### config.mk
export PLATFORM = sky130hd
export DESIGN_NAME = preview_top
export DESIGN_NICKNAME = d
export VERILOG_FILES = /design/src/hw/frame_pkg.sv /design/src/hw/cmd_pkg.sv /design/src/hw/cmd_assembler.sv /design/src/hw/frame_config_regs.sv /design/src/hw/frame_sequencer.sv /design/src/hw/pixel_fifo.sv /design/src/hw/pixel_position_counter.sv /design/src/hw/preview_top.sv
export SDC_FILE = /design/constraint.sdc
export NUM_CORES = 1
export LEC_CHECK = 0
export BUFFER_PORTS_ARGS = -buffer_cell sky130_fd_sc_hd__buf_2
export CAP_MARGIN = 0
export CELL_PAD_IN_SITES_DETAIL_PLACEMENT = 0
export CELL_PAD_IN_SITES_GLOBAL_PLACEMENT = 1
export CORE_ASPECT_RATIO = 0.7
export CORE_MARGIN = 1.5
export CORE_UTILIZATION = 30
export CTS_BUF_LIST = sky130_fd_sc_hd__clkbuf_16
export CTS_CLUSTER_SIZE = 28
export DETAILED_ROUTE_END_ITERATION = 12
export PLACE_DENSITY_LB_ADDON = 0.1
export SKIP_CTS_REPAIR_TIMING = 1
export SYNTH_ARGS = -nofsm -noshare
export SYNTH_HDL_FRONTEND = slang
export SYNTH_HIERARCHICAL = 1
export SYNTH_SLANG_ARGS = --single-unit
### constraint.sdc
create_clock -name core_clk -period 6.27 [get_ports core_clk]
set_input_delay 1.254 -clock core_clk [delete_from_list [all_inputs] [get_ports core_clk]]
set_output_delay 1.254 -clock core_clk [all_outputs]
set_load 0.05 [all_outputs]
### src/hw/frame_pkg.sv
`default_nettype none

package frame_pkg;

    //////////////////////////////////////////////////////////////////////
    // pixel data

    localparam int unsigned PIXEL_W = 8;
    localparam int unsigned DIM_W   = 16;

    // one strobe carries both cameras
    typedef struct packed {
        logic [PIXEL_W-1:0] ch0;
        logic [PIXEL_W-1:0] ch1;
    } pixel_pair_t;

    // frame boundaries travel with the pixel through the fifo
    typedef struct packed {
        pixel_pair_t pair;
        logic        first;
        logic        last;
    } tagged_pixel_t;

    localparam int unsigned FIFO_DEPTH = 8;

    localparam logic [DIM_W-1:0] DEFAULT_WIDTH  = 16'd400;
    localparam logic [DIM_W-1:0] DEFAULT_HEIGHT = 16'd400;

    //////////////////////////////////////////////////////////////////////
    // preview framing

    // ascii BIVFRAME, most significant byte goes out first
    localparam logic [63:0] MAGIC_NUM   = 64'h42_49_56_46_52_41_4D_45;
    localparam int unsigned MAGIC_BYTES = 8;

    typedef enum logic [1:0] {
        ST_IDLE,
        ST_HEADER,
        ST_PIX_CH0,
        ST_PIX_CH1
    } frame_state_e;

endpackage

`default_nettype wire

### src/hw/cmd_pkg.sv
`default_nettype none

package cmd_pkg;

    localparam int unsigned CMD_BYTES = 6;
    localparam int unsigned ADDR_W    = 16;
    localparam int unsigned DATA_W    = 32;

    // address sits in the upper bytes, first byte on the wire is its msb
    typedef struct packed {
        logic [ADDR_W-1:0] addr;
        logic [DATA_W-1:0] data;
    } cmd_t;

    typedef enum logic [ADDR_W-1:0] {
        OP_SET_WIDTH    = 16'h0001,
        OP_SET_HEIGHT   = 16'h0002,
        OP_SET_CHANNELS = 16'h0003
    } cmd_op_e;

    typedef struct packed {
        logic [frame_pkg::DIM_W-1:0] width;
        logic [frame_pkg::DIM_W-1:0] height;
        logic                        both_channels;
    } frame_cfg_t;

    // register values out of reset
    localparam frame_cfg_t CFG_RESET = '{
        width:         frame_pkg::DEFAULT_WIDTH,
        height:        frame_pkg::DEFAULT_HEIGHT,
        both_channels: 1'b1
    };

endpackage

`default_nettype wire

### src/hw/cmd_assembler.sv
`timescale 1ns/1ps
`default_nettype none

module cmd_assembler (
    input  logic          core_clk,
    input  logic          sys_reset,
    input  logic [7:0]    byte_i,
    input  logic          byte_valid_i,
    output cmd_pkg::cmd_t cmd_o,
    output logic          cmd_valid_o
);

    typedef logic [$clog2(cmd_pkg::CMD_BYTES)-1:0] cnt_t;

    cnt_t          byte_cnt_q;
    cmd_pkg::cmd_t shift_q;

    // byte count and command strobe
    always_ff @(posedge core_clk) begin
        if (sys_reset) begin
            byte_cnt_q  <= '0;
            cmd_valid_o <= 1'b0;
        end else begin
            cmd_valid_o <= 1'b0;
            if (byte_valid_i) begin
                if (byte_cnt_q == cnt_t'(cmd_pkg::CMD_BYTES - 1)) begin
                    byte_cnt_q  <= '0;
                    cmd_valid_o <= 1'b1;
                end else begin
                    byte_cnt_q <= byte_cnt_q + 1'b1;
                end
            end
        end
    end

    // oldest byte drifts up into the address msb
    always_ff @(posedge core_clk) begin
        if (byte_valid_i) begin
            shift_q <= {shift_q[$bits(shift_q)-9:0], byte_i};
        end
    end

    assign cmd_o = shift_q;

endmodule

`default_nettype wire

### src/hw/frame_config_regs.sv
`timescale 1ns/1ps
`default_nettype none

module frame_config_regs (
    input  logic                core_clk,
    input  logic                sys_reset,
    input  cmd_pkg::cmd_t       cmd_i,
    input  logic                cmd_valid_i,
    output cmd_pkg::frame_cfg_t cfg_o
);

    cmd_pkg::cmd_op_e    op;
    cmd_pkg::frame_cfg_t cfg_q;

    assign op = cmd_pkg::cmd_op_e'(cmd_i.addr);

    // register write decode
    always_ff @(posedge core_clk) begin
        if (sys_reset) begin
            cfg_q <= cmd_pkg::CFG_RESET;
        end else if (cmd_valid_i) begin
            case (op)
                cmd_pkg::OP_SET_WIDTH: begin
                    cfg_q.width <= cmd_i.data[frame_pkg::DIM_W-1:0];
                end
                cmd_pkg::OP_SET_HEIGHT: begin
                    cfg_q.height <= cmd_i.data[frame_pkg::DIM_W-1:0];
                end
                cmd_pkg::OP_SET_CHANNELS: begin
                    // bit 0 low means ch1 only
                    cfg_q.both_channels <= cmd_i.data[0];
                end
                default: begin
                    // unknown address, nothing to update
                end
            endcase
        end
    end

    // consumers copy this at sof, so a change here never splits a frame
    assign cfg_o = cfg_q;

endmodule

`default_nettype wire

### src/hw/frame_sequencer.sv
`timescale 1ns/1ps
`default_nettype none

module frame_sequencer (
    input  logic                          core_clk,
    input  logic                          sys_reset,
    input  logic                          not_empty_i,
    input  frame_pkg::tagged_pixel_t      entry_i,
    input  cmd_pkg::frame_cfg_t           cfg_i,
    output logic                          pop_o,
    output logic [frame_pkg::PIXEL_W-1:0] stream_o,
    output logic                          stream_valid_o
);

    typedef logic [$clog2(frame_pkg::MAGIC_BYTES)-1:0] idx_t;

    frame_pkg::frame_state_e       state_q;
    frame_pkg::tagged_pixel_t      hold_q;
    idx_t                          hdr_idx_q;
    logic                          have_q;
    logic                          fetch_q;
    logic                          both_q;
    logic [frame_pkg::PIXEL_W-1:0] byte_d;

    // next pop may overlap the final byte of the held pixel
    assign pop_o = not_empty_i && !fetch_q &&
                   (!have_q || (state_q == frame_pkg::ST_PIX_CH1));

    always_comb begin
        case (state_q)
            frame_pkg::ST_HEADER:  byte_d = frame_pkg::MAGIC_NUM[63 - 8*hdr_idx_q -: 8];
            frame_pkg::ST_PIX_CH0: byte_d = hold_q.pair.ch0;
            default:               byte_d = hold_q.pair.ch1;
        endcase
    end

    //////////////////////////////////////////////////////////////////////
    // state machine, one byte per cycle while an entry is held

    always_ff @(posedge core_clk) begin
        if (sys_reset) begin
            state_q        <= frame_pkg::ST_IDLE;
            hdr_idx_q      <= '0;
            have_q         <= 1'b0;
            fetch_q        <= 1'b0;
            both_q         <= 1'b1;
            stream_valid_o <= 1'b0;
        end else begin
            fetch_q        <= pop_o;
            stream_valid_o <= have_q;
            if (have_q) begin
                case (state_q)
                    frame_pkg::ST_HEADER: begin
                        hdr_idx_q <= hdr_idx_q + 1'b1;
                        if (hdr_idx_q == idx_t'(frame_pkg::MAGIC_BYTES - 1)) begin
                            state_q <= both_q ? frame_pkg::ST_PIX_CH0 : frame_pkg::ST_PIX_CH1;
                        end
                    end
                    frame_pkg::ST_PIX_CH0: state_q <= frame_pkg::ST_PIX_CH1;
                    frame_pkg::ST_PIX_CH1: begin
                        have_q <= 1'b0;
                        if (hold_q.last) begin
                            state_q <= frame_pkg::ST_IDLE;
                        end else begin
                            state_q <= both_q ? frame_pkg::ST_PIX_CH0 : frame_pkg::ST_PIX_CH1;
                        end
                    end
                    default: have_q <= 1'b0;
                endcase
            end
            if (fetch_q) begin
                if (entry_i.first) begin
                    // channel mode latched once per frame
                    state_q   <= frame_pkg::ST_HEADER;
                    hdr_idx_q <= '0;
                    both_q    <= cfg_i.both_channels;
                    have_q    <= 1'b1;
                end else if (state_q != frame_pkg::ST_IDLE) begin
                    have_q <= 1'b1;
                end
            end
        end
    end

    always_ff @(posedge core_clk) begin
        if (fetch_q) hold_q <= entry_i;
        stream_o <= byte_d;
    end

endmodule

`default_nettype wire

### src/hw/pixel_fifo.sv
`timescale 1ns/1ps
`default_nettype none

module pixel_fifo (
    input  logic                     core_clk,
    input  logic                     sys_reset,
    input  logic                     push_i,
    input  frame_pkg::tagged_pixel_t entry_i,
    input  logic                     pop_i,
    output frame_pkg::tagged_pixel_t entry_o,
    output logic                     not_empty_o
);

    typedef logic [$clog2(frame_pkg::FIFO_DEPTH)-1:0]   ptr_t;
    typedef logic [$clog2(frame_pkg::FIFO_DEPTH+1)-1:0] cnt_t;

    frame_pkg::tagged_pixel_t mem [frame_pkg::FIFO_DEPTH];
    ptr_t                     wr_ptr_q;
    ptr_t                     rd_ptr_q;
    cnt_t                     count_q;
    logic                     full;
    logic                     wr_en;
    logic                     rd_en;

    assign full        = (count_q == cnt_t'(frame_pkg::FIFO_DEPTH));
    assign not_empty_o = (count_q != '0);
    assign wr_en       = push_i && !full;
    assign rd_en       = pop_i && not_empty_o;

    // pointers wrap on their own, depth is a power of two
    always_ff @(posedge core_clk) begin
        if (sys_reset) begin
            wr_ptr_q <= '0;
            rd_ptr_q <= '0;
            count_q  <= '0;
        end else begin
            if (wr_en) wr_ptr_q <= wr_ptr_q + 1'b1;
            if (rd_en) rd_ptr_q <= rd_ptr_q + 1'b1;
            if (wr_en && !rd_en) count_q <= count_q + 1'b1;
            if (rd_en && !wr_en) count_q <= count_q - 1'b1;
        end
    end

    // popped entry shows up on the next cycle
    always_ff @(posedge core_clk) begin
        if (wr_en) mem[wr_ptr_q] <= entry_i;
        if (rd_en) entry_o <= mem[rd_ptr_q];
    end

endmodule

`default_nettype wire

### src/hw/pixel_position_counter.sv
`timescale 1ns/1ps
`default_nettype none

module pixel_position_counter (
    input  logic                     core_clk,
    input  logic                     sys_reset,
    input  frame_pkg::pixel_pair_t   pixel_i,
    input  logic                     pixel_valid_i,
    input  logic                     sof_i,
    input  cmd_pkg::frame_cfg_t      cfg_i,
    output logic                     push_o,
    output frame_pkg::tagged_pixel_t entry_o
);

    logic [frame_pkg::DIM_W-1:0] col_q;
    logic [frame_pkg::DIM_W-1:0] row_q;
    logic [frame_pkg::DIM_W-1:0] width_q;
    logic [frame_pkg::DIM_W-1:0] height_q;
    logic                        active_q;

    logic [frame_pkg::DIM_W-1:0] cur_col;
    logic [frame_pkg::DIM_W-1:0] cur_row;
    logic [frame_pkg::DIM_W-1:0] cur_width;
    logic [frame_pkg::DIM_W-1:0] cur_height;
    logic                        accept;
    logic                        col_end;
    logic                        is_last;

    always_comb begin
        // sof restarts at 0,0 with whatever dims are configured right now
        cur_col    = sof_i ? '0 : col_q;
        cur_row    = sof_i ? '0 : row_q;
        cur_width  = sof_i ? cfg_i.width : width_q;
        cur_height = sof_i ? cfg_i.height : height_q;
        // pixels outside a frame are dropped
        accept     = pixel_valid_i && (sof_i || active_q);
        col_end    = (cur_col == cur_width - 1'b1);
        is_last    = col_end && (cur_row == cur_height - 1'b1);
    end

    always_ff @(posedge core_clk) begin
        if (sys_reset) begin
            col_q    <= '0;
            row_q    <= '0;
            width_q  <= frame_pkg::DEFAULT_WIDTH;
            height_q <= frame_pkg::DEFAULT_HEIGHT;
            active_q <= 1'b0;
            push_o   <= 1'b0;
        end else begin
            push_o <= accept;
            if (accept) begin
                width_q  <= cur_width;
                height_q <= cur_height;
                active_q <= !is_last;
                if (col_end) begin
                    col_q <= '0;
                    row_q <= cur_row + 1'b1;
                end else begin
                    col_q <= cur_col + 1'b1;
                    row_q <= cur_row;
                end
            end
        end
    end

    always_ff @(posedge core_clk) begin
        if (accept) begin
            entry_o <= '{pair: pixel_i, first: sof_i, last: is_last};
        end
    end

endmodule

`default_nettype wire

### src/hw/preview_top.sv
`timescale 1ns/1ps
`default_nettype none

module preview_top (
    input  logic                   core_clk,
    input  logic                   sys_reset,
    input  logic [7:0]             byte_i,
    input  logic                   byte_valid_i,
    input  frame_pkg::pixel_pair_t pixel_i,
    input  logic                   pixel_valid_i,
    input  logic                   sof_i,
    output logic [7:0]             stream_o,
    output logic                   stream_valid_o
);

    cmd_pkg::cmd_t            cmd_w;
    logic                     cmd_valid_w;
    cmd_pkg::frame_cfg_t      cfg_w;
    logic                     push_w;
    frame_pkg::tagged_pixel_t push_entry_w;
    logic                     pop_w;
    logic                     not_empty_w;
    frame_pkg::tagged_pixel_t pop_entry_w;

    //////////////////////////////////////////////////////////////////////
    // command port into the config registers

    cmd_assembler u_cmd (
        .core_clk    (core_clk),
        .sys_reset   (sys_reset),
        .byte_i      (byte_i),
        .byte_valid_i(byte_valid_i),
        .cmd_o       (cmd_w),
        .cmd_valid_o (cmd_valid_w)
    );

    frame_config_regs u_regs (
        .core_clk   (core_clk),
        .sys_reset  (sys_reset),
        .cmd_i      (cmd_w),
        .cmd_valid_i(cmd_valid_w),
        .cfg_o      (cfg_w)
    );

    //////////////////////////////////////////////////////////////////////
    // pixel path, counter to fifo to framer

    pixel_position_counter u_counter (
        .core_clk     (core_clk),
        .sys_reset    (sys_reset),
        .pixel_i      (pixel_i),
        .pixel_valid_i(pixel_valid_i),
        .sof_i        (sof_i),
        .cfg_i        (cfg_w),
        .push_o       (push_w),
        .entry_o      (push_entry_w)
    );

    pixel_fifo u_fifo (
        .core_clk   (core_clk),
        .sys_reset  (sys_reset),
        .push_i     (push_w),
        .entry_i    (push_entry_w),
        .pop_i      (pop_w),
        .entry_o    (pop_entry_w),
        .not_empty_o(not_empty_w)
    );

    frame_sequencer u_seq (
        .core_clk      (core_clk),
        .sys_reset     (sys_reset),
        .not_empty_i   (not_empty_w),
        .entry_i       (pop_entry_w),
        .cfg_i         (cfg_w),
        .pop_o         (pop_w),
        .stream_o      (stream_o),
        .stream_valid_o(stream_valid_o)
    );

endmodule

`default_nettype wire

## Word-level counts from Yosys, hierarchy flattened

Memories as Yosys holds them, arrays and structs flattened. A register that Yosys moved wholly into a read port is not among the register bits.
Cells that the tools add are included.

- Shift operators: 1
- Bitwise operators: 1
- Equality and inequality tests: 11
- $add $sub $neg: 11
- Reductions and logical operators: 25
- Muxes and demuxes: 29

Operator list:

| cell | count |
|---|---|
| 16-bit 2-to-1 mux | 6 |
| 71-bit by 33-bit indexed part select with 8-bit output (first input constant) | 1 |
| 16-bit by 1-bit adder with 16-bit output (second input constant) | 2 |
| 16-bit == test | 2 |
| 16-bit by 2-bit == test with 1-bit output (second input constant) | 2 |
| 16-bit by 1-bit subtractor with 16-bit output (second input constant) | 2 |
| 16-bit by 1-bit == test with 1-bit output (second input constant) | 1 |
| 8-bit case mux with 2 select lines | 1 |
| 3-bit 2-to-1 mux | 5 |
| 3-bit by 1-bit adder with 3-bit output (second input constant) | 4 |
| 2-bit 2-to-1 mux | 5 |
| 1-bit 2-to-1 mux | 9 |
| 1-bit logical AND | 8 |
| 4-bit 2-to-1 mux | 2 |
| 2-bit AND reduction | 4 |
| 6-bit by 6-bit subtractor with 7-bit output (first input constant) | 1 |
| 3-bit == test (second input constant) | 2 |
| 1-bit logical NOT | 6 |
| 2-bit case mux with 3 select lines | 1 |
| 4-bit by 1-bit adder with 4-bit output (second input constant) | 1 |
| 2-bit == test (second input constant) | 2 |
| 4-bit == test (second input constant) | 1 |
| 2-bit nonzero test | 2 |
| 4-bit nonzero test | 1 |
| other kinds (5) | 7 |

- Memories kept: 1
- Input port bits: 29
- Output and inout bits: 9
- Word-level logic and storage cells: 109
- Register bits: 213
- Bits in writable memories: 144

Memory list:

| name | words | width | rd ports | clocked after memory_dff | write ports | line | source |
|---|---|---|---|---|---|---|---|
| u_fifo.mem | 8 | 18 | 1 | 1 | 1 | pixel_fifo.sv:17 | `frame_pkg::tagged_pixel_t mem [frame_pkg::FIFO_DEPTH];` |

## Longest topological paths before layout

Gate-level depths: netlist (run 1).

- Word-level depth: 8
- Gate-level depth with buffers: 19
- Gate-level depth less buffers: 12

## Modules after synthesis

Netlist (run 1), hierarchy kept.

Modules (own cells, without submodules):

| module | area an instance (um^2) | seq. area each (um^2) | cells each | instances |
|---|---|---|---|---|
| pixel_fifo | 6625.1 | 5064.9 | 297 | 1 |
| pixel_position_counter | 5118.7 | 1861.8 | 635 | 1 |
| cmd_assembler | 1596.5 | 1521.5 | 62 | 1 |
| frame_sequencer | 1386.3 | 850.8 | 112 | 1 |
| frame_config_regs | 1366.3 | 660.6 | 154 | 1 |

## Least setup slack after synthesis (run 1)

Ideal clock, no wire load.

- Kind: input to register
- Start: in sof_i
- End: reg u_counter/row_q[7] in the netlist's numbering
- Buffers on the path: 7
- Required time: 6184 ps
- Path slack: 408 ps
- Arrival time: 5776 ps
- Stages: 16
- Setup time: 86 ps
- Cells stage by stage: clkbuf_1 > buf_2 > buf_2 > buf_1 > clkbuf_1 > clkbuf_1 > buf_1 > mux2i_1 > ha_1 > nor4bb_1 > o22ai_1 > o41ai_1 > nand2_1 > or3_1 > or4_1 > a211oi_1

- Word-level cells in the longest chain between the ends: 4
- Elaborated cells between the ends (all ways): 9
- Classes of those cells: add/sub: 2; eq/ne: 1; mux: 4; reduce/logical: 2

Ends and longest elaborated chain:

| what | line | source |
|---|---|---|
| start: declaration | preview_top.sv:11 | `input logic sof_i,` |
| 16-bit 2-to-1 mux | pixel_position_counter.sv:33 | `cur_width = sof_i ? cfg_i.width : width_q;` |
| 16-bit by 1-bit subtractor with 16-bit output | pixel_position_counter.sv:37 | `col_end = (cur_col == cur_width - 1'b1);` |
| 16-bit == test | pixel_position_counter.sv:37 |  |
| 16-bit 2-to-1 mux | pixel_position_counter.sv:55 | `if (col_end) begin` |
| end signal: assignment | pixel_position_counter.sv:57 | `row_q <= cur_row + 1'b1;` |
| end signal: assignment | pixel_position_counter.sv:60 | `row_q <= cur_row;` |
| end: declaration | pixel_position_counter.sv:16 | `logic [frame_pkg::DIM_W-1:0] row_q;` |

Several ways; a longest one is shown, not always the timed one.
A chain may end at the register's enable or synchronous reset.

## Worst setup path after layout (run 1)

Same ends and word-level chain as after synthesis.

==> Implementation_results.wiki, run 1 <==
{| class="wikitable"
! Metric !! Value
|-
| Wirelength per Cell || 20.1 um
|-
| Number of levels in the clock H-tree || 2
|-
| Aggregate routed wire length || approximately 41000 um
|-
| Static Leakage || around 6.2 nW
|-
| Detailed router's first-iteration violation count || between 600 and 700
|-
| Final Critical Period || around 4.8 ns
|-
| Max VDD drop || about 170 uV
|-
| Setup repair after global routing missed its margin || false
|-
| Router iterations before antenna repair || 5
|-
| Maximum number of pins on one net before global-route repair || between 60 and 70
|-
| Synth unique cells || 79
|-
| Max-Cap Viols || 0
|-
| Fin nets || 1349
|-
| Area share of the largest cell type after synthesis || a little under half
|-
| Data required, critical path || slightly below 7 ns
|-
| Final period utilization || around 77%
|-
| Overall die width || between 200 and 300 um
|-
| Finish-stage setup viols || 0
|-
| Vertical extent of the die || 197 um
|-
| Cell area after technology mapping || roughly 16000 um2
|-
| Worst path slowest cell || sky130_fd_sc_hd__or3_1
|-
| Pwr Density || between 200 and 300 nW/um2
|-
| Critical path endpoint category || flip-flop
|-
| Core outline area || around 53000 um2
|-
| All-layer global routing usage || around 15%
|-
| Top flip-flop cell by instance count after synthesis || sky130_fd_sc_hd__edfxtp_1
|-
| Post-route DRC || 0
|-
| Port bufs || 37
|-
| Crit path arrival time || between 5 and 6 ns
|-
| Number of top-level pins || 38
|-
| Result of the run || completed
|-
| Number of flops mapped to enable cells by yosys || between 200 and 250
|-
| Share of synthesized registers carrying an async set or reset || 0%
|-
| Transition time at the pin with the least slew margin || 1.13 ns
|-
| Share of final-layout standard cells stronger than drive strength 1 || 12.7%
|-
| Sum of negative setup slack || 0 ns
|-
| Number of global-route vias before repair || 9710
|-
| Biggest area consumer among synthesized cells || sky130_fd_sc_hd__edfxtp_1
|-
| Sequence of cells on the critical path || buf_4, mux2i_1, ha_1, nor4bb_1, o22ai_1, o41ai_1, nand2_1, or3_1, or4_1, a211oi_1
|-
| Full die area || about 55000 um2
|-
| Total via count in the routed design || between 10000 and 15000
|-
| CP startpoint kind || input port
|-
| Register bit total from synthesis || 375
|-
| Synthesized area per cell || around 13 um2
|-
| Clock buffers created by TritonCTS || 41
|-
| Global route overflow || 0
|-
| Global-route wire length before repair || 62700 um
|-
| Weighted congestion at the end of routability-driven global placement || between 0.7 and 0.8
|-
| Kind of critical path || input port to flip-flop
|-
| Std cell rows || 70
|-
| Initial antenna violation count || 4
|-
| Cell types occupying the most area after synthesis || sky130_fd_sc_hd__edfxtp_1 46%, sky130_fd_sc_hd__dfxtp_1 16%, sky130_fd_sc_hd__mux4_1 4.2%, sky130_fd_sc_hd__nand2_1 3.1%, sky130_fd_sc_hd__a21oi_1 2.5%
|-
| Pins over their slew limit || 0
|-
| Biggest cell delay along the critical path || between 0.7 and 0.8 ns
|-
| Post-synthesis cell count || roughly 1300
|-
| Post-route clock skew || about 0.020 ns
|-
| CTS clk-pin slew, worst paths || 0.06 ns
|-
| Initial core utilization || a little under a third
|-
| Crit-path leading delay family || simple AND/OR/NAND/NOR gates
|-
| Post-Syn Nets || 1309
|-
| FMAX || 207 MHz
|-
| Yosys warns || 6
|-
| Layout-stage area growth over the synthesis result || 14.6%
|-
| Via/cell ratio || between 4 and 5
|-
| Maximum count of clock buffers along a single path || 3
|-
| Antenna violation net count after detailed routing || 0
|-
| Largest driver fanout on the critical path || 36
|-
| Power consumption || 0.00544 W
|-
| Root buffer selected by CTS || sky130_fd_sc_hd__clkbuf_16
|-
| Portion of the post-synthesis area used by sequential elements || 61.9%
|-
| Detailed-placement wirelength estimate || 26600 um
|-
| Register-to-register path setup slack || between 2 and 2.5 ns
|-
| Count of buffering cells on the critical path with inverters included || 1
|-
| Clock insertion delay at the later pin of the skew report || 0.56 ns
|-
| Class of the worst hold path || flip-flop to flip-flop
|-
| Final hold violations || 0
|-
| Clock tree from TritonCTS || yes
|-
| Count of clock tree sinks || between 300 and 400
|-
| Relative slew slack || around a quarter
|}
## routing by layer
layer | track usage (%) | up-vias | part of all wire, %
met5 | 0 | - | 0
met4 | 3.76 | 0 | 1.7
met3 | 2.64 | 48 | 4.5
met2 | 19.4 | 186 | 38
met1 | 25.3 | 5013 | 56
li1 | - | 4840 | -
## stage by stage
step                std cells  worst slack [ns]  instance area, um2  hold slack (ns)  util [%]
floorplan                1260             0.408               16100            0.400         -
global placement         1977              1.08               17100            0.403      32.5
detailed placement       1977             0.929               17100            0.405      32.5
CTS                      2051              1.51               18400            0.415      35.0
global route             2051              1.14               18400            0.423      35.0
finish                   2052              1.43               18400            0.414      35.0
## cells in the mapped netlist (all sizes together) (6+ instances only)
library cell and n:
edfxtp 245, nand2 132, dfxtp 130, a21oi 80
nor2 67, o21ai 56, nand3 41, mux2i 36
mux4 36, clkbuf 34, xor2 31, xnor2 30
buf 29, nor3 28, inv 24, mux2 21
ha 19, or3 19, nor2b 15, nor3b 14
nor4 14, a22oi 12, and3 12, nand4 10
o211ai 10, a211oi 8, nand2b 7, or4 7
and2 6, nor4b 6, o31ai 6
## worst paths after layout
check,from,to,cells after the start
worst max-delay path,sof_i,u_counter/row_q[7],10
worst max register to register,u_regs/cfg_o[19],u_counter/row_q[7],8
worst min-delay path,u_cmd/cmd_o[16],u_cmd/cmd_o[24],0
worst min register to register,u_cmd/cmd_o[16],u_cmd/cmd_o[24],0
## power breakdown
part | total [W] | internal [W] | switching [W]
combinational | 0.000272 | 0.0000917 | 0.000181
sequential | 0.00275 | 0.00270 | 0.0000480
clock | 0.00242 | 0.00142 | 0.00100
total | 0.00544 | 0.00421 | 0.00123
## logic make-up (layout without fill, tap and decap cells)
group                    Yosys count  count (layout)  synth area share [%]
AND/OR/NAND/NOR                  400             400                  12.8
buffers and inverters             88             159                  2.42
other                              0               1                     0
XOR/XNOR                          61              61                  3.32
flip-flops                       375             375                  61.9
multiplexers                      93              93                  9.35
adder cells (fa/ha/maj)           20              20                  1.60
AO/OA/AOI/OAI                    223             223                  8.63
## registers in the layout, summed over array words and instances, names as in the netlist, 16 cells and up
register and flops:
u_counter/col_q 16, u_counter/height_q 16, u_regs/cfg_o 33, u_fifo/mem 144, u_counter/entry_o 18, u_fifo/entry_o 18, u_counter/width_q 16, u_counter/row_q 16
u_cmd/cmd_o 48, u_seq/hold_q 17
## area by class of cell
cell class,instances,area [um2]
Fill cell,5105,34200
Sequential cell,375,9960
Tap cell,720,901
Inverter,25,93.8
Clock buffer,42,1050
Timing Repair Buffer,60,363
Multi-Input combinational cell,797,5790
Clock inverter,32,278
Antenna cell,1,2.50
## layout by cell type (no fill, tap or decap), types with 6 or more instances in the layout
| cell type | Yosys | final |
|---|---|---|
| sky130_fd_sc_hd__mux2i_1 | 36 | 36 |
| sky130_fd_sc_hd__nor2b_1 | 15 | 15 |
| sky130_fd_sc_hd__nand3_1 | 41 | 41 |
| sky130_fd_sc_hd__buf_4 | 0 | 25 |
| sky130_fd_sc_hd__a22oi_1 | 12 | 12 |
| sky130_fd_sc_hd__xor2_1 | 31 | 31 |
| sky130_fd_sc_hd__clkinv_1 | 1 | 7 |
| sky130_fd_sc_hd__mux2_2 | 21 | 21 |
| sky130_fd_sc_hd__buf_2 | 17 | 35 |
| sky130_fd_sc_hd__a21oi_1 | 80 | 80 |
| sky130_fd_sc_hd__mux4_1 | 26 | 26 |
| sky130_fd_sc_hd__nor3b_1 | 13 | 13 |
| sky130_fd_sc_hd__and2_1 | 6 | 6 |
| sky130_fd_sc_hd__nand2b_1 | 7 | 7 |
| sky130_fd_sc_hd__nor2_1 | 67 | 64 |
| sky130_fd_sc_hd__ha_1 | 19 | 19 |
| sky130_fd_sc_hd__nor3_1 | 28 | 23 |
| sky130_fd_sc_hd__xnor2_1 | 30 | 30 |
| sky130_fd_sc_hd__or4_1 | 7 | 7 |
| sky130_fd_sc_hd__o211ai_1 | 10 | 10 |
| sky130_fd_sc_hd__and3_1 | 12 | 12 |
| sky130_fd_sc_hd__nand2_1 | 132 | 132 |
| sky130_fd_sc_hd__nor4_1 | 11 | 9 |
| sky130_fd_sc_hd__o21ai_0 | 52 | 52 |
| sky130_fd_sc_hd__o31ai_1 | 6 | 6 |
| sky130_fd_sc_hd__a211oi_1 | 8 | 8 |
| sky130_fd_sc_hd__mux4_2 | 10 | 10 |
| sky130_fd_sc_hd__inv_1 | 23 | 35 |
| sky130_fd_sc_hd__clkbuf_16 | 0 | 42 |
| sky130_fd_sc_hd__dfxtp_1 | 130 | 129 |
| sky130_fd_sc_hd__clkinv_2 | 0 | 7 |
| sky130_fd_sc_hd__or3_1 | 19 | 19 |
| sky130_fd_sc_hd__edfxtp_1 | 245 | 245 |
| sky130_fd_sc_hd__nand4_1 | 10 | 10 |
## worst register-to-register path, cell delays in order (launching register included)
cell and delay (ns):
sky130_fd_sc_hd__dfxtp_1 0.46, sky130_fd_sc_hd__or4b_1 0.59, sky130_fd_sc_hd__a222oi_1 0.69, sky130_fd_sc_hd__nand3b_1 0.23, sky130_fd_sc_hd__nor4_2 0.37, sky130_fd_sc_hd__o22ai_1 0.19, sky130_fd_sc_hd__or3_1 0.69, sky130_fd_sc_hd__or4_1 0.62
sky130_fd_sc_hd__a211oi_1 0.23
Note: power is estimated with default switching activity, not from simulation.
==> inputs of run 2 (changes only) <==
- ABC_AREA: unset -> 1
- clock period: 6.27 -> 4.83 ns (I/O delays scaled with it)
==> run 2 against run 1 <==
Sequential power increased by 43%; largest power group unchanged; global-route usage grew 0.88 points; highest routed layer unchanged; cell count is 33% higher; largest cell class unchanged.
==> Implementation_results.wiki, run 2 <==
{| class="wikitable"
! Metric !! Value
|-
| Result of the run || completed
|-
| Synth unique cells || 50 (-37%)
|-
| Inserted Diodes || 0 (-1)
|-
| Portion of the post-synthesis area used by sequential elements || 57.4% (-4.5 points)
|-
| Top flip-flop cell by instance count after synthesis || sky130_fd_sc_hd__edfxtp_1
|-
| Worst Hold Margin || 0.417 ns (+0.00313 ns)
|-
| Most used standard cell by instance count after synthesis || sky130_fd_sc_hd__nand2_1
|-
| Relative slew slack || 26.5% (+2.1 points)
|-
| Root buffer selected by CTS || sky130_fd_sc_hd__clkbuf_16
|-
| Clock buffers created by TritonCTS || 41 (unchanged)
|-
| Aggregate routed wire length || 46800 um (+14%)
|-
| Post-route DRC || 0 (unchanged)
|-
| CP most frequent cell || sky130_fd_sc_hd__nand2_1
|-
| Crit-path leading delay family || simple AND/OR/NAND/NOR gates
|-
| Post-synthesis cell count || 1907 (+51%)
|-
| Core outline area || 57000 um2 (+8.3%)
|-
| Beginning of the worst hold path || u_cmd/cmd_o[31]
|-
| Pins over their slew limit || 0 (unchanged)
|-
| Most common cell after layout, fill and taps aside || sky130_fd_sc_hd__nand2_1
|-
| Total via count in the routed design || 12500 (+24%)
|-
| Grt met2 use || 21.5% (+2.1 points)
|-
| Busiest grt layer || met1
|-
| Port bufs || 37 (unchanged)
|-
| Beginning of the worst register-to-register path || u_seq/fetch_q
|-
| Worst path slowest cell || sky130_fd_sc_hd__nor3_4
|-
| Cell area after technology mapping || 17400 um2 (+7.9%)
|-
| Initial antenna violation count || 0 (-4)
|-
| Post-route core utilization || 34.4% (-0.67 points)
|-
| Final Critical Period || roughly 3.5 ns
|-
| Pwr Density || 429 nW/um2 (+45%)
|-
| Maximum count of clock buffers along a single path || 3 (unchanged)
|-
| Global-route wire length before repair || 72900 um (+16%)
|-
| Vertical extent of the die || 204 um (+3.8%)
|-
| CTS clk-pin slew, worst paths || 0.06 ns (about the same)
|-
| Router iterations before antenna repair || 5 (unchanged)
|-
| Final hold violations || 0 (unchanged)
|-
| Full die area || 59300 um2 (+7.8%)
|-
| Post-Syn Nets || 1956 (+49%)
|-
| Cell total after placement || 2651 (+34%)
|-
| Register-to-register path setup slack || 1.83 ns (-0.29 ns)
|-
| Max VDD drop || 256 uV (+47%)
|-
| Routing usage on met1 || 25.9% (+0.59 points)
|-
| Crit path arrival time || 3.89 ns (-1.40 ns)
|-
| Share of final-layout standard cells stronger than drive strength 1 || 11.1% (-1.6 points)
|-
| Count of clock tree sinks || 375 (unchanged)
|-
| Weighted congestion at the end of routability-driven global placement || 0.870 (+15%)
|-
| Wirelength per Cell || 17.2 um (-15%)
|-
| Number of non-filler instances in the completed layout || 2726 (+33%)
|-
| FMAX || just under 300 MHz
|-
| Clock insertion delay at the later pin of the skew report || 0.56 ns (about the same)
|-
| Fin nets || 1993 (+48%)
|-
| Most used cells in the layout excluding fill and tap cells || 438 x sky130_fd_sc_hd__nand2_1, 290 x sky130_fd_sc_hd__nor2_1, 245 x sky130_fd_sc_hd__edfxtp_1
|-
| Filler cells || 5919 (+16%)
|-
| Number of levels in the clock H-tree || 2 (unchanged)
|-
| Kind of critical path || input port to flip-flop
|-
| Power consumption || 0.00840 W (+54%)
|-
| Met3 GRT Util || 2.59% (-0.055 points)
|-
| Std cell rows || 73 (+4.3%)
|-
| Layout-stage area growth over the synthesis result || 12.8%
|-
| Post-synth top cells || 438 x sky130_fd_sc_hd__nand2_1, 298 x sky130_fd_sc_hd__nor2_1, 245 x sky130_fd_sc_hd__edfxtp_1
|-
| Transition time at the pin with the least slew margin || 1.10 ns (-0.0249 ns)
|-
| Number of instances on the worst hold path || 0 (unchanged)
|-
| Number of flip-flops under the largest register name || 144 (unchanged)
|-
| Maximum number of pins on one net before global-route repair || 75 (+14%)
|-
| Via/cell ratio || 4.60 (-6.4%)
|-
| Area share of the largest cell type after synthesis || 42.4% (-3.3 points)
|-
| Max-Cap Viols || 0 (unchanged)
|-
| Number of top-level pins || 38 (unchanged)
|-
| Static Leakage || 7.72 nW (+24%)
|-
| All-layer global routing usage || 16.0% (+0.88 points)
|-
| Detailed router's first-iteration violation count || 849 (+32%)
|-
| Critical path endpoint category || flip-flop
|-
| End of the worst register-to-register path || u_fifo/count_q[3]
|-
| Register bit total from synthesis || 375 (unchanged)
|-
| Biggest cell delay along the critical path || 0.44 ns (-0.31 ns)
|-
| Finish-stage setup viols || 0 (unchanged)
|-
| Final period utilization || a little under three quarters
|-
| Sum of negative setup slack || 0 ns (unchanged)
|-
| CP startpoint kind || input port
|-
| Initial core utilization || 30.5% (-0.11 points)
|-
| Largest register by flop count || u_fifo/mem
|-
| Worst-case hold path end point || u_cmd/cmd_o[39]
|-
| Post-route clock skew || 0.0185 ns (-0.00144 ns)
|-
| Synthesized area per cell || 9.10 um2 (-29%)
|-
| Detailed-placement wirelength estimate || 31900 um (+20%)
|-
| Share of synthesized registers carrying an async set or reset || 0% (unchanged)
|-
| Data required, critical path || 5.27 ns (-1.46 ns)
|-
| R2R cell count || 11 (+3)
|-
| Number of global-route vias before repair || 11900 (+23%)
|-
| Antenna violation net count after detailed routing || 0 (unchanged)
|-
| Number of flops mapped to enable cells by yosys || 245 (unchanged)
|-
| Biggest area consumer among synthesized cells || sky130_fd_sc_hd__edfxtp_1
|-
| Count of buffering cells on the critical path with inverters included || 3 (+2)
|-
| Largest driver fanout on the critical path || 38 (+5.6%)
|-
| Yosys warns || 6 (unchanged)
|-
| Class of the worst hold path || flip-flop to flip-flop
|-
| Overall die width || 291 um (+3.8%)
|-
| Cell types occupying the most area after synthesis || sky130_fd_sc_hd__edfxtp_1 42%, sky130_fd_sc_hd__dfxtp_1 15%, sky130_fd_sc_hd__nand2_1 9.5%, sky130_fd_sc_hd__nor2_1 6.4%, sky130_fd_sc_hd__inv_1 3.9%
|-
| Global route overflow || 0 (unchanged)
|-
| Sequence of cells on the critical path || buf_2, inv_8, nand2_1, nand2_1, ha_1, nand3_2, nor2_4, nand2_1, nand2_1, nand2_1, inv_1, nand3_1, nor3_4, nand3_4, nand2_1, nand2_1, nand2_1, a21oi_2
|-
| Clock tree from TritonCTS || yes
|-
| Setup repair after global routing missed its margin || false
|}
-- run 2: kinds of logic (layout without fill, tap and decap cells) --
family,after synthesis,after routing,share of synthesized area (%)
adder cells (fa/ha/maj),20,20,1.48
AND/OR/NAND/NOR,952,952,23.8
XOR/XNOR,38,38,2.00
AO/OA/AOI/OAI,264,264,8.49
flip-flops,375,375,57.4
buffers and inverters,258,327,6.81
-- run 2: how the worst max path moves through the flow --
stage / startpoint / end / slack [ns] / depth (start not counted)
CTS: sof_i / u_counter/row_q[13] / 1.37 / 18
floorplan: sof_i / u_counter/entry_o[0] / 1.66 / 9
detailed placement: sof_i / u_counter/row_q[8] / 0.78 / 18
finish: sof_i / u_counter/row_q[8] / 1.38 / 18
global route: sof_i / u_counter/row_q[8] / 1.06 / 18
global placement: sof_i / u_counter/row_q[12] / 0.82 / 18
-- run 2: stage by stage --
stage	cell area, um2	setup WS [ns]
6_report	19600	1.38
5_1_grt	19600	1.06
4_1_cts	19600	1.37
3_5_place_dp	18200	0.785
3_3_place_gp	18200	0.815
2_1_floorplan	17400	1.66
-- run 2: cell type report --
type	count	area (um2)	share of cell area, %
Multi-Input combinational cell	1274	6250	31.9
Clock buffer	42	1050	5.37
Sequential cell	375	9960	50.9
Inverter	191	726	3.71
Tap cell	750	938	4.79
Timing Repair Buffer	61	365	1.87
Clock inverter	33	292	1.49
-- run 2: report_power, final --
part	internal (W)	switching, W	leakage (nW)
combinational	0.000359	0.000950	3.73
clock	0.00185	0.00132	0.674
sequential	0.00377	0.000159	3.32
total	0.00598	0.00243	7.72
-- run 2: metal layers --
layer | vias up | wire, um
met5 | - | 0
met2 | 213 | 17500
li1 | 6379 | -
met1 | 5887 | 26400
met4 | 0 | 877
met3 | 60 | 2030
-- run 2: worst reg2reg max path: cells and delay by family, from the launching register on --
| kind | cells | cell delay, ns |
|---|---|---|
| buffers and inverters | 2 | 0.62 |
| flip-flops | 1 | 0.59 |
| adder cells (fa/ha/maj) | 2 | 0.68 |
| AND/OR/NAND/NOR | 6 | 0.83 |
| AO/OA/AOI/OAI | 1 | 0.19 |
